===== config.mk =====
export PLATFORM = sky130hd
export DESIGN_NAME = dcache_top
export DESIGN_NICKNAME = d
export VERILOG_FILES = /design/src/source/dcache_pkg.sv /design/src/source/line_move_if.sv /design/src/source/dcache_control.sv /design/src/source/dcache_top.sv /design/src/source/main_array.sv /design/src/source/miss_table.sv /design/src/source/victim_buffer.sv
export VERILOG_INCLUDE_DIRS = /design/src /design/src/source
export SDC_FILE = /design/constraint.sdc
export NUM_CORES = 2
export LEC_CHECK = 0
export BUFFER_PORTS_ARGS = -buffer_cell sky130_fd_sc_hd__buf_2
export CELL_PAD_IN_SITES_DETAIL_PLACEMENT = 0
export CELL_PAD_IN_SITES_GLOBAL_PLACEMENT = 1
export CORE_ASPECT_RATIO = 1.2
export CORE_MARGIN = 5
export CORE_UTILIZATION = 40
export DETAILED_ROUTE_END_ITERATION = 7
export GPL_ROUTABILITY_DRIVEN = 0
export PLACE_DENSITY = 0.73
export RECOVER_POWER = 25
export SLEW_MARGIN = 5
export SYNTH_ARGS = -nofsm -noshare
export SYNTH_HDL_FRONTEND = slang
export SYNTH_HIERARCHICAL = 1
export SYNTH_SLANG_ARGS = --single-unit
export TNS_END_PERCENT = 5

===== constraint.sdc =====
create_clock -name clock -period 58.6 [get_ports clock]
set_clock_uncertainty 0.15 [all_clocks]
set_input_delay 8.79 -clock clock [delete_from_list [all_inputs] [get_ports clock]]
set_output_delay 8.79 -clock clock [all_outputs]
set_load 0.01 [all_outputs]

===== src/source/dcache_settings.svh =====
`ifndef DCACHE_SETTINGS_SVH
`define DCACHE_SETTINGS_SVH

`define DC_XLEN          32
`define DC_BLOCK_BYTES   8      // bytes per cache line
`define DC_OFFSET_BITS   3
`define DC_MAIN_LINES    8
`define DC_INDEX_BITS    3
`define DC_VICTIM_LINES  4
`define DC_MISS_ENTRIES  4
`define DC_TAG_BITS      4      // memory transaction tag where zero means none

`endif


===== src/source/dcache_pkg.sv =====
`include "dcache_settings.svh"

package dcache_pkg;

    typedef enum logic [1:0] {
        BUS_NONE  = 2'h0,
        BUS_LOAD  = 2'h1,
        BUS_STORE = 2'h2
    } mem_cmd_t;

    typedef enum logic [1:0] {
        BYTE = 2'h0,
        HALF = 2'h1,
        WORD = 2'h2
    } req_size_t;

    typedef logic [`DC_BLOCK_BYTES*8-1:0]        block_t;
    typedef logic [`DC_XLEN-`DC_OFFSET_BITS-1:0] line_addr_t;
    typedef logic [`DC_TAG_BITS-1:0]             mem_tag_t;

    typedef struct packed {
        logic   valid;
        logic   dirty;
        logic [`DC_XLEN-`DC_OFFSET_BITS-`DC_INDEX_BITS-1:0] tag;
        block_t block;
    } main_line_t;

    typedef struct packed {
        logic       valid;
        logic       dirty;
        line_addr_t addr;    // full line address with the index bits
        logic [$clog2(`DC_VICTIM_LINES)-1:0] lru;
        block_t     block;
    } victim_line_t;

    typedef struct packed {
        logic       valid;
        logic       is_write;
        mem_tag_t   tag;     // zero until memory accepts the command
        line_addr_t addr;
        block_t     block;   // write-back data
    } miss_entry_t;

    // drop a byte, half or word of store data into a line
    function automatic block_t merge_store(
        block_t                      blk,
        req_size_t                   size,
        logic [`DC_OFFSET_BITS-1:0]  offset,
        logic [`DC_XLEN-1:0]         wdata
    );
        block_t merged;
        merged = blk;
        case (size)
            BYTE:    merged[offset*8 +: 8]       = wdata[7:0];
            HALF:    merged[offset[2:1]*16 +: 16] = wdata[15:0];
            default: merged[offset[2]*32 +: 32]   = wdata[31:0];
        endcase
        return merged;
    endfunction

endpackage


===== src/source/line_move_if.sv =====
`timescale 1ns/10ps

// one cache line handed from one array to the next for a single cycle
interface line_move_if;
    logic                   valid;
    logic                   dirty;
    dcache_pkg::line_addr_t addr;    // offset bits dropped
    dcache_pkg::block_t     block;

    modport source (output valid, output dirty, output addr, output block);
    modport sink   (input valid, input dirty, input addr, input block);
endinterface


===== src/source/dcache_control.sv =====
`timescale 1ns/10ps
`include "dcache_settings.svh"

module dcache_control (
    input  logic                   clock,
    input  logic                   reset,
    input  logic                   req_valid,
    input  logic                   req_write,
    input  dcache_pkg::req_size_t  req_size,
    input  logic [`DC_XLEN-1:0]    req_addr,
    input  logic [`DC_XLEN-1:0]    req_wdata,
    input  logic                   main_hit,
    input  logic                   victim_hit,
    input  dcache_pkg::block_t     main_hit_block,
    input  dcache_pkg::block_t     victim_hit_block,
    input  logic                   fill_valid,
    input  dcache_pkg::line_addr_t fill_addr,
    input  dcache_pkg::block_t     fill_block,
    output logic                   stall,
    output logic                   lookup,
    output logic                   miss_start,
    output dcache_pkg::line_addr_t miss_addr,
    output logic                   wait_write,
    output dcache_pkg::req_size_t  wait_size,
    output logic [`DC_XLEN-1:0]    wait_addr,
    output logic [`DC_XLEN-1:0]    wait_wdata,
    output logic                   resp_valid,
    output logic [`DC_XLEN-1:0]    resp_data
);
    typedef enum logic {READY, WAITING} state_t;

    state_t state;
    logic   hit;
    logic   fill_done;

    // pick the zero-extended byte, half or word out of a line
    function automatic logic [`DC_XLEN-1:0] extract(
        dcache_pkg::block_t         blk,
        dcache_pkg::req_size_t      size,
        logic [`DC_OFFSET_BITS-1:0] offset
    );
        logic [`DC_XLEN-1:0] data;
        data = '0;
        case (size)
            dcache_pkg::BYTE: data[7:0]  = blk[offset*8 +: 8];
            dcache_pkg::HALF: data[15:0] = blk[offset[2:1]*16 +: 16];
            default:          data       = blk[offset[2]*32 +: 32];
        endcase
        return data;
    endfunction

    assign stall      = (state == WAITING);
    assign lookup     = req_valid & (state == READY);
    assign hit        = main_hit | victim_hit;
    assign miss_start = lookup & ~hit;
    assign miss_addr  = req_addr[`DC_XLEN-1:`DC_OFFSET_BITS];

    // the miss ends on the fill of the waiting line
    assign fill_done = (state == WAITING) & fill_valid &
                       (fill_addr == wait_addr[`DC_XLEN-1:`DC_OFFSET_BITS]);

    always_ff @(posedge clock) begin
        if (reset) begin
            state      <= READY;
            resp_valid <= 1'b0;
        end else begin
            resp_valid <= (lookup & hit) | fill_done;   // one cycle after hit or fill
            if (miss_start) begin
                state <= WAITING;
            end else if (fill_done) begin
                state <= READY;
            end
        end
    end

    always_ff @(posedge clock) begin
        if (miss_start) begin   // park the missed request
            wait_write <= req_write;
            wait_size  <= req_size;
            wait_addr  <= req_addr;
            wait_wdata <= req_wdata;
        end
        if (lookup & hit) begin
            resp_data <= extract(main_hit ? main_hit_block : victim_hit_block,
                                 req_size, req_addr[`DC_OFFSET_BITS-1:0]);
        end else if (fill_done) begin
            resp_data <= extract(fill_block, wait_size, wait_addr[`DC_OFFSET_BITS-1:0]);
        end
    end
endmodule


===== src/source/dcache_top.sv =====
`timescale 1ns/10ps
`include "dcache_settings.svh"

module dcache_top (
    input  logic                  clock,
    input  logic                  reset,
    input  logic                  req_valid,
    input  logic                  req_write,
    input  dcache_pkg::req_size_t req_size,
    input  logic [`DC_XLEN-1:0]   req_addr,
    input  logic [`DC_XLEN-1:0]   req_wdata,
    output logic                  stall,
    output logic                  resp_valid,
    output logic [`DC_XLEN-1:0]   resp_data,
    output dcache_pkg::mem_cmd_t  mem_command,
    output logic [`DC_XLEN-1:0]   mem_addr,
    output dcache_pkg::block_t    mem_wdata,
    input  dcache_pkg::mem_tag_t  mem_accept_tag,
    input  dcache_pkg::mem_tag_t  mem_resp_tag,
    input  dcache_pkg::block_t    mem_resp_data
);
    logic                   lookup;
    logic                   main_hit;
    logic                   victim_hit;
    dcache_pkg::block_t     main_hit_block;
    dcache_pkg::block_t     victim_hit_block;
    logic                   miss_start;
    dcache_pkg::line_addr_t miss_addr;
    logic                   fill_valid;
    dcache_pkg::line_addr_t fill_addr;
    dcache_pkg::block_t     fill_block;
    logic                   wait_write;
    dcache_pkg::req_size_t  wait_size;
    logic [`DC_XLEN-1:0]    wait_addr;
    logic [`DC_XLEN-1:0]    wait_wdata;

    line_move_if evict_main ();     // main array to victim buffer
    line_move_if evict_victim ();   // dirty victims to the miss table

    dcache_control dcache_control_inst (.*);

    main_array main_array_inst (
        .*,
        .evict (evict_main)
    );

    victim_buffer victim_buffer_inst (
        .*,
        .incoming (evict_main),
        .evict    (evict_victim)
    );

    miss_table miss_table_inst (
        .*,
        .writeback (evict_victim)
    );
endmodule


===== src/source/main_array.sv =====
`timescale 1ns/10ps
`include "dcache_settings.svh"

module main_array (
    input  logic                   clock,
    input  logic                   reset,
    input  logic                   lookup,
    input  logic                   req_write,
    input  dcache_pkg::req_size_t  req_size,
    input  logic [`DC_XLEN-1:0]    req_addr,
    input  logic [`DC_XLEN-1:0]    req_wdata,
    input  logic                   fill_valid,
    input  dcache_pkg::line_addr_t fill_addr,
    input  dcache_pkg::block_t     fill_block,
    input  logic                   wait_write,
    input  dcache_pkg::req_size_t  wait_size,
    input  logic [`DC_XLEN-1:0]    wait_addr,
    input  logic [`DC_XLEN-1:0]    wait_wdata,
    output logic                   main_hit,
    output dcache_pkg::block_t     main_hit_block,
    line_move_if.source            evict
);
    localparam int TAG_LSB = `DC_OFFSET_BITS + `DC_INDEX_BITS;

    dcache_pkg::main_line_t    lines [`DC_MAIN_LINES];
    dcache_pkg::main_line_t    old_line;    // line sitting where the fill goes
    logic [`DC_INDEX_BITS-1:0] req_index;
    logic [`DC_INDEX_BITS-1:0] fill_index;
    dcache_pkg::block_t        fill_data;

    assign req_index  = req_addr[TAG_LSB-1:`DC_OFFSET_BITS];
    assign fill_index = fill_addr[`DC_INDEX_BITS-1:0];
    assign old_line   = lines[fill_index];

    assign main_hit = lookup & lines[req_index].valid &
                      (lines[req_index].tag == req_addr[`DC_XLEN-1:TAG_LSB]);
    assign main_hit_block = lines[req_index].block;

    // a store miss lands in the refilled line right away
    assign fill_data = wait_write ?
        dcache_pkg::merge_store(fill_block, wait_size, wait_addr[`DC_OFFSET_BITS-1:0],
                                wait_wdata) :
        fill_block;

    assign evict.valid = fill_valid & old_line.valid;
    assign evict.dirty = old_line.dirty;
    assign evict.addr  = {old_line.tag, fill_index};
    assign evict.block = old_line.block;

    always_ff @(posedge clock) begin
        if (reset) begin
            for (int i = 0; i < `DC_MAIN_LINES; i++) begin
                lines[i].valid <= 1'b0;
            end
        end else if (fill_valid) begin
            lines[fill_index] <= '{valid: 1'b1,
                                   dirty: wait_write,
                                   tag:   fill_addr[`DC_XLEN-`DC_OFFSET_BITS-1:`DC_INDEX_BITS],
                                   block: fill_data};
        end else if (main_hit & req_write) begin
            lines[req_index].dirty <= 1'b1;
            lines[req_index].block <= dcache_pkg::merge_store(lines[req_index].block, req_size,
                                          req_addr[`DC_OFFSET_BITS-1:0], req_wdata);
        end
    end
endmodule


===== src/source/miss_table.sv =====
`timescale 1ns/10ps
`include "dcache_settings.svh"

module miss_table (
    input  logic                   clock,
    input  logic                   reset,
    input  logic                   miss_start,
    input  dcache_pkg::line_addr_t miss_addr,
    input  dcache_pkg::mem_tag_t   mem_accept_tag,
    input  dcache_pkg::mem_tag_t   mem_resp_tag,
    input  dcache_pkg::block_t     mem_resp_data,
    line_move_if.sink              writeback,
    output dcache_pkg::mem_cmd_t   mem_command,
    output logic [`DC_XLEN-1:0]    mem_addr,
    output dcache_pkg::block_t     mem_wdata,
    output logic                   fill_valid,
    output dcache_pkg::line_addr_t fill_addr,
    output dcache_pkg::block_t     fill_block
);
    localparam int ENTRY_BITS = $clog2(`DC_MISS_ENTRIES);

    dcache_pkg::miss_entry_t entries [`DC_MISS_ENTRIES];
    logic [ENTRY_BITS-1:0]   free_index;
    logic [ENTRY_BITS-1:0]   wr_index;
    logic [ENTRY_BITS-1:0]   rd_index;
    logic [ENTRY_BITS-1:0]   issue_index;
    logic [ENTRY_BITS-1:0]   resp_index;
    logic                    wr_found;
    logic                    rd_found;
    logic                    issue;
    logic                    accepted;

    // scan for a free slot, the lowest unissued write and the unissued read
    always_comb begin
        free_index = '0;
        wr_found   = 1'b0;
        wr_index   = '0;
        rd_found   = 1'b0;
        rd_index   = '0;
        for (int i = `DC_MISS_ENTRIES-1; i >= 0; i--) begin
            if (!entries[i].valid) begin
                free_index = ENTRY_BITS'(i);
            end else if (entries[i].tag == '0) begin
                if (entries[i].is_write) begin
                    wr_found = 1'b1;
                    wr_index = ENTRY_BITS'(i);
                end else begin
                    rd_found = 1'b1;
                    rd_index = ENTRY_BITS'(i);
                end
            end
        end
    end

    assign issue       = wr_found | rd_found;
    assign issue_index = wr_found ? wr_index : rd_index;   // write-backs go first
    assign accepted    = issue & (mem_accept_tag != '0);

    assign mem_command = !issue ? dcache_pkg::BUS_NONE :
                         entries[issue_index].is_write ? dcache_pkg::BUS_STORE :
                                                         dcache_pkg::BUS_LOAD;
    assign mem_addr  = {entries[issue_index].addr, {`DC_OFFSET_BITS{1'b0}}};
    assign mem_wdata = entries[issue_index].block;

    // match the returning tag against issued reads
    always_comb begin
        fill_valid = 1'b0;
        resp_index = '0;
        for (int i = 0; i < `DC_MISS_ENTRIES; i++) begin
            if (entries[i].valid & !entries[i].is_write & (entries[i].tag != '0) &
                (entries[i].tag == mem_resp_tag)) begin
                fill_valid = 1'b1;
                resp_index = ENTRY_BITS'(i);
            end
        end
    end

    assign fill_addr  = entries[resp_index].addr;
    assign fill_block = mem_resp_data;

    always_ff @(posedge clock) begin
        if (reset) begin
            for (int i = 0; i < `DC_MISS_ENTRIES; i++) begin
                entries[i].valid <= 1'b0;
            end
        end else begin
            if (accepted) begin
                if (entries[issue_index].is_write) begin
                    entries[issue_index].valid <= 1'b0;   // nothing comes back for a store
                end else begin
                    entries[issue_index].tag <= mem_accept_tag;
                end
            end
            if (fill_valid) begin
                entries[resp_index].valid <= 1'b0;
            end
            if (miss_start) begin
                entries[free_index] <= '{valid: 1'b1, is_write: 1'b0, tag: '0,
                                         addr: miss_addr, block: '0};
            end else if (writeback.valid) begin
                entries[free_index] <= '{valid: 1'b1, is_write: 1'b1, tag: '0,
                                         addr: writeback.addr, block: writeback.block};
            end
        end
    end
endmodule


===== src/source/victim_buffer.sv =====
`timescale 1ns/10ps
`include "dcache_settings.svh"

module victim_buffer (
    input  logic                  clock,
    input  logic                  reset,
    input  logic                  lookup,
    input  logic                  req_write,
    input  dcache_pkg::req_size_t req_size,
    input  logic [`DC_XLEN-1:0]   req_addr,
    input  logic [`DC_XLEN-1:0]   req_wdata,
    output logic                  victim_hit,
    output dcache_pkg::block_t    victim_hit_block,
    line_move_if.sink             incoming,
    line_move_if.source           evict
);
    localparam int SLOT_BITS = $clog2(`DC_VICTIM_LINES);

    dcache_pkg::victim_line_t lines [`DC_VICTIM_LINES];
    dcache_pkg::line_addr_t   req_line;
    logic [SLOT_BITS-1:0]     hit_slot;
    logic [SLOT_BITS-1:0]     free_slot;
    logic [SLOT_BITS-1:0]     lru_slot;
    logic [SLOT_BITS-1:0]     fill_slot;
    logic                     full;

    assign req_line = req_addr[`DC_XLEN-1:`DC_OFFSET_BITS];

    always_comb begin
        victim_hit = 1'b0;
        hit_slot   = '0;
        for (int i = `DC_VICTIM_LINES-1; i >= 0; i--) begin
            if (lookup & lines[i].valid & (lines[i].addr == req_line)) begin
                victim_hit = 1'b1;
                hit_slot   = SLOT_BITS'(i);
            end
        end
    end

    assign victim_hit_block = lines[hit_slot].block;

    // first free slot, and the lowest lru value for when all are taken
    always_comb begin
        full      = 1'b1;
        free_slot = '0;
        lru_slot  = '0;
        for (int i = `DC_VICTIM_LINES-1; i >= 0; i--) begin
            if (!lines[i].valid) begin
                full      = 1'b0;
                free_slot = SLOT_BITS'(i);
            end
            if (lines[i].lru <= lines[lru_slot].lru) begin
                lru_slot = SLOT_BITS'(i);   // ties go to the lower slot
            end
        end
    end

    assign fill_slot = full ? lru_slot : free_slot;

    // clean lines simply fall out, dirty ones head for memory
    assign evict.valid = incoming.valid & full & lines[lru_slot].dirty;
    assign evict.dirty = lines[lru_slot].dirty;
    assign evict.addr  = lines[lru_slot].addr;
    assign evict.block = lines[lru_slot].block;

    always_ff @(posedge clock) begin
        if (reset) begin
            for (int i = 0; i < `DC_VICTIM_LINES; i++) begin
                lines[i].valid <= 1'b0;
            end
        end else if (incoming.valid) begin
            lines[fill_slot] <= '{valid: 1'b1, dirty: incoming.dirty, addr: incoming.addr,
                                  lru: '0, block: incoming.block};
        end else if (victim_hit) begin
            for (int i = 0; i < `DC_VICTIM_LINES; i++) begin
                if (SLOT_BITS'(i) == hit_slot) begin
                    lines[i].lru <= '1;
                end else if (lines[i].lru != '0) begin
                    lines[i].lru <= lines[i].lru - 1'b1;
                end
            end
            if (req_write) begin
                lines[hit_slot].dirty <= 1'b1;
                lines[hit_slot].block <= dcache_pkg::merge_store(lines[hit_slot].block,
                                             req_size, req_addr[`DC_OFFSET_BITS-1:0], req_wdata);
            end
        end
    end
endmodule


; After elaboration in Yosys (flattened, before gate mapping)
; Memories as Yosys holds them, arrays and structs flattened.
; Index checks and enable logic that the tools add are counted.
[op_classes]
div = 0
multipliers = 0
order_cmp = 4
bitwise = 42
n_eq_ne = 15
muxes = 213
shifts = 18
n_reduce_logical = 30
addsub = 10
[op_table]
columns = operator, count
row1 = $bwmux 64, 9
row2 = $mux 64, 9
row3 = $mux 99, 4
row4 = $pmux 64 s2, 3
row5 = $reduce_or 99->1, 3
row6 = $neg 6->34, 6
row7 = $mux 92, 2
row8 = $reduce_or 92->1, 2
row9 = $eq 29x29->1, 5
row10 = $shift 16x34->64 const A, 2
row11 = $shift 32x34->64 const A, 2
row12 = $shift 8x34->64 const A, 2
row13 = $shiftx 16x34->64, 2
row14 = $shiftx 32x34->64, 2
row15 = $shiftx 64x7->16, 2
row16 = $shiftx 64x7->32, 2
row17 = $shiftx 64x7->8, 2
row18 = $shiftx 8x34->64, 2
row19 = $mux 1, 115
row20 = $mux 2, 57
row21 = $mux 97, 1
row22 = $reduce_or 97->1, 1
row23 = $mux 32, 2
row24 = $pmux 8 s2, 4
row25 = 18 further kinds, 91
[totals]
register_bits = 101
mem_bits_ro = 0
latch_bits = 0
out_inout_bits = 132
memories = 3
wordCells = 342
ram_bits = 1520
[mem_list]
columns = name, words, width, read_ports, rd_ports_with_merged_regs, wr, line_no
row1 = main_array_inst.lines, 8, 92, 2, 0, 8, main_array.sv:25  ; dcache_pkg::main_line_t lines [`DC_MAIN_LINES];
row2 = miss_table_inst.entries, 4, 99, 6, 0, 4, miss_table.sv:22  ; dcache_pkg::miss_entry_t entries [`DC_MISS_ENTRIES];
row3 = victim_buffer_inst.lines, 4, 97, 9, 0, 5, victim_buffer.sv:19  ; dcache_pkg::victim_line_t lines [`DC_VICTIM_LINES];

; Logic depth before layout (Yosys ltp)
; An unclocked memory read counts as a cell.
[logic_depth]
word_depth = 21
depth_mapped = 28
mapped_depth_nobuf = 27

; By module
; The synthesis kept the hierarchy.
[by_module_without_submodules]
columns = mod, seq_area_each_um2, n_inst, area_per_inst_um2, cells_per_inst
row1 = main_array, 22101.2, 1, 39843.2, 2595
row2 = victim_buffer, 11651.2, 1, 21658.3, 2128
row3 = miss_table, 11691.2, 1, 17763.3, 1146
row4 = dcache_control, 3012.9, 1, 6832.8, 469

; Least setup slack after synthesis
; Ideal clock, no wire load.
[synth_timing]
path_type = input -> register
start = input req_addr[3]
end = memory miss_table_inst/entries[2][0] in the netlist's numbering (enable)
setup_time_ps = 694
stages = 16
slack_ps = 34085
n_path_buf = 7
arrival_time_ps = 23671
path_cell_list = clkbuf_1 -> buf_4 -> buf_6 -> buf_4 -> mux2i_1 -> a221oi_1 -> xor2_1 -> nor4_2 -> nand2_1 -> nor3_1 -> buf_6 -> buf_6 -> buf_2 -> nor3_1 -> o21ai_0 -> nor3b_1
[synth_lines]
columns = item, line_no
row1 = start: declaration, dcache_top.sv:10  ; input logic [`DC_XLEN-1:0] req_addr,
row2 = end: declaration, miss_table.sv:22

==> impl_metrics.ini <==
[setup_path]
crit_path_top_delay_cell = clkbuf_1
crit_arrival_ns = 24.87
crit_path_end_kind = flop
cpPeakStageDelay_ns = 3.73
startpoint = req_addr[3]
r2r_end = dcache_control_inst/resp_data[11]
crit_top_cell = clkbuf_1
worstPathCellList = clkbuf_1 -> clkbuf_1 -> clkbuf_1 -> mux2i_1 -> a22o_1 -> a221oi_1 -> xor2_1 -> nor4_1 -> nand2_1 -> nor3_1 -> clkbuf_1 -> nor3_1 -> clkbuf_1 -> o211ai_1 -> inv_4 -> buf_4
endpoint = miss_table_inst/entries[0][1]
reg2reg_depth = 15
crit_required_ns = 58.89
crit_path_max_fanout = 62
rrSetupSlack_ns = 45.03
path_class = input pin to flop
start_kind = input pin
r2r_start = miss_table_inst/entries[3][97]

[pwr]
p_total_uw = 2580
p_per_area_mw_per_mm2 = 27.40
vdd_drop_max_mv = 0.03010
p_leak_uw = 0.03076

[grt]
antenna_found_initial = 35
grt_first_pass_wirelength_mm = 430.3
grt_remaining_overflow = 0
grt_pass1_vias = 58250
grt_max_degree = 135
grt_usage_pct = 26.32

[detailed_routing]
remaining_drc_errors = 15
postRouteAntennaNets = 0
vias = 60310
wire_per_inst_microns = 32.85
viasPerCell = 6.488
drt_iter0_drc = 8503
drt-pass1-iter-count = 8
routed_wl_mm = 305.3

[clocking]
root_buffer = clkbuf_16
cts_hold_buf = 0
htree_levels = 4
clock_insertion_delay_worst_skew_ns = 0.83
clk_pin_slew_ns = 0.06
cts_tree = done
clock-sinks = 1621
cts_max_path_buffers = 3
numCtsBuffers = 165
post_cts_buffers = 0
cts_resized = 0

[sta]
fin_crit_sh_pct = 41.94
fin_crit_ns = 24.58
setup_tns_ns = 0
finalWorstSetupSlack_ns = 34.02
worst_pin_slew_ns = 9.075
rsz0062_at_grt = false
fmax_mhz = 40.69
slew_viol_final = 1388
relSlewSlack_pct = -505.0
finalHoldViolCount = 0
setup_violations = 0

[floorplanning]
die_h_microns = 518.2
die_area_sq_mm = 0.2247
io_pins = 274
fp.coreArea_sq_mm = 0.2141
initial_core_util_pct = 40.21
rows = 186
fp.dieW_microns = 433.5

[layout]
design_area_sq_mm = 0.09418
nNetsFinal = 6519
final_util_pct = 43.99
fill_cells = 19230
area_growth_pct = 9.384
drive_gt1_share_pct = 17.26

[synthesis]
synthFlopType = edfxtp_1
synth.avg_cell_area_sq_um = 13.58
synth_edf_count = 1599
synthDistinctLibCells = 90
syn_area_sq_mm = 0.08610
yosysWarnings = 6
synthArstFlopShare_pct = 0
ys_ff_latch = 1621
synth_cells = 6338
yosysSeqAreaShare_pct = 56.28

[min_path]
min_path_type = flop to flop
holdPathStages = 2

[placed_design]
pre_cts_ws_ns = 42.52
dp_hpwl_mm = 205.3
place_area_sq_mm = 0.08954
portBuffers = 270

[run_status]
outcome = finished with violations
violations = design-rule violations, max-capacitance violations, max-slew violations

[flow_run]
maxCapViolCount = 41
[how the worst min path moves through the flow]
stage	from	end	slack [ns]
2_1_floorplan	miss_table_inst/entries[0][96]	miss_table_inst/entries[0][96]	0.30
3_3_place_gp	miss_table_inst/entries[0][96]	miss_table_inst/entries[0][96]	0.32
3_5_place_dp	miss_table_inst/entries[1][94]	miss_table_inst/entries[1][94]	0.33
4_1_cts	miss_table_inst/entries[1][94]	miss_table_inst/entries[1][94]	0.34
5_1_grt	miss_table_inst/entries[1][93]	miss_table_inst/entries[1][93]	0.38
6_report	miss_table_inst/entries[1][94]	miss_table_inst/entries[1][94]	0.34
[cells by family after synthesis]
kind of cell	after synthesis	share of synthesized area [%]
and+or+nand+nor	1412	7.949
DFF	1621	56.28
xor gates and xnor gates	176	1.790
muxes	1156	19.78
other	1	0.004356
buffers and inverters	654	3.778
adders and majority gates	34	0.4941
AOI/OAI and AO/OA	1284	9.920
[layer usage]
layer  part of all wire (%)  track usage [%]
met1                     37            34.21
met2                     45            40.88
met4                    6.6            13.95
met5                  0.033                0
met3                     11            6.393
[critical path, delay by kind of cell]
| family | cells | cell delay (ns) |
|---|---|---|
| mux | 1 | 0.29 |
| compound gates | 3 | 1.40 |
| buf+inv | 7 | 12.90 |
| simple gates | 4 | 1.16 |
| xor+xnor | 1 | 0.18 |
[synth_stat cells, types with 14 or more instances]
| cell | instances | area share (%) |
|---|---|---|
| mux2i_1 | 520 | 6.0 |
| inv_1 | 80 | 0.35 |
| a222oi_1 | 50 | 0.58 |
| nand2b_1 | 25 | 0.18 |
| nor4_1 | 43 | 0.31 |
| edfxtp_1 | 1599 | 56 |
| nor3_1 | 50 | 0.29 |
| a21o_1 | 14 | 0.12 |
| a211oi_1 | 31 | 0.27 |
| o2111ai_1 | 14 | 0.14 |
| buf_6 | 27 | 0.35 |
| buf_1 | 45 | 0.20 |
| clkbuf_1 | 317 | 1.4 |
| and2_1 | 161 | 1.2 |
| a22oi_1 | 124 | 1.1 |
| xor2_1 | 110 | 1.1 |
| ha_1 | 34 | 0.49 |
| a21oi_1 | 223 | 1.3 |
| buf_4 | 122 | 1.1 |
| nand2_1 | 554 | 2.4 |
| o21ai_1 | 16 | 0.093 |
| a311oi_1 | 23 | 0.23 |
| and3_1 | 16 | 0.12 |
| o21ai_0 | 263 | 1.5 |
| o22ai_1 | 129 | 0.94 |
| buf_2 | 53 | 0.31 |
| a221o_1 | 24 | 0.28 |
| dfxtp_1 | 22 | 0.51 |
| mux2_2 | 218 | 2.9 |
| nor2_1 | 258 | 1.1 |
| a221oi_1 | 72 | 0.73 |
| o211ai_1 | 37 | 0.32 |
| nand3_1 | 73 | 0.42 |
| nor2b_1 | 76 | 0.55 |
| or2_2 | 36 | 0.26 |
| a22o_1 | 26 | 0.26 |
| a31oi_1 | 140 | 1.0 |
| xnor2_1 | 66 | 0.67 |
| mux4_2 | 401 | 10 |
| nand4_1 | 47 | 0.34 |
[sequential cells by signal (all words and copies together) (netlist names), 2 cells and up]
name	cells
dcache_control_inst/wait_addr	32
victim_buffer_inst/lines	388
miss_table_inst/entries	396
dcache_control_inst/wait_wdata	32
dcache_control_inst/wait_size	2
main_array_inst/lines	736
dcache_control_inst/resp_data	32
[final cells by class]
class | instances | area, sq um | area share (%)
sequential | 1621 | 48460 | 51.45
multi-input combinational | 4065 | 34670 | 36.82
clock buffer | 195 | 4305 | 4.572
tap | 2820 | 3528 | 3.747
timing repair buffer | 409 | 2100 | 2.229
clock inverter | 93 | 778.2 | 0.8264
inverter | 81 | 309.0 | 0.3282
antenna | 11 | 27.53 | 0.02923
[per-stage QoR]
stage / hold WS [ns] / std cells
3_5_place_dp: 0.3276 / 8996
3_3_place_gp: 0.3249 / 8996
2_1_floorplan: 0.2971 / 6340
5_1_grt: 0.3803 / 9287
6_report: 0.3408 / 9295
4_1_cts: 0.3354 / 9284
[cells in the final DEF, fill, tap and decap left out, types with 24 or more instances in the layout]
master / count
clkbuf_1: 239
a31oi_1: 140
o21ai_0: 258
and2_1: 126
o22ai_1: 129
clkinv_2: 32
edfxtp_1: 1599
mux4_2: 401
nor3_1: 49
mux2i_1: 520
nand4_1: 47
a211oi_1: 30
xor2_1: 110
a22oi_1: 124
a222oi_1: 50
nor4_1: 43
and2_0: 35
inv_1: 78
a221o_1: 24
nor2b_1: 73
buf_4: 104
clkbuf_16: 168
nor2_1: 255
clkinv_1: 33
buf_2: 88
a221oi_1: 72
a22o_1: 26
nand2_1: 554
mux2_2: 203
or2_2: 34
ha_1: 34
nand2b_1: 24
a21oi_1: 221
xnor2_1: 66
o211ai_1: 37
nand3_1: 72
[power breakdown]
part / internal [uW] / switching (uW)
clock: 563 / 444
combinational: 89.4 / 183
sequential: 1290 / 8.29
Power figures use the tool's default switching activity.
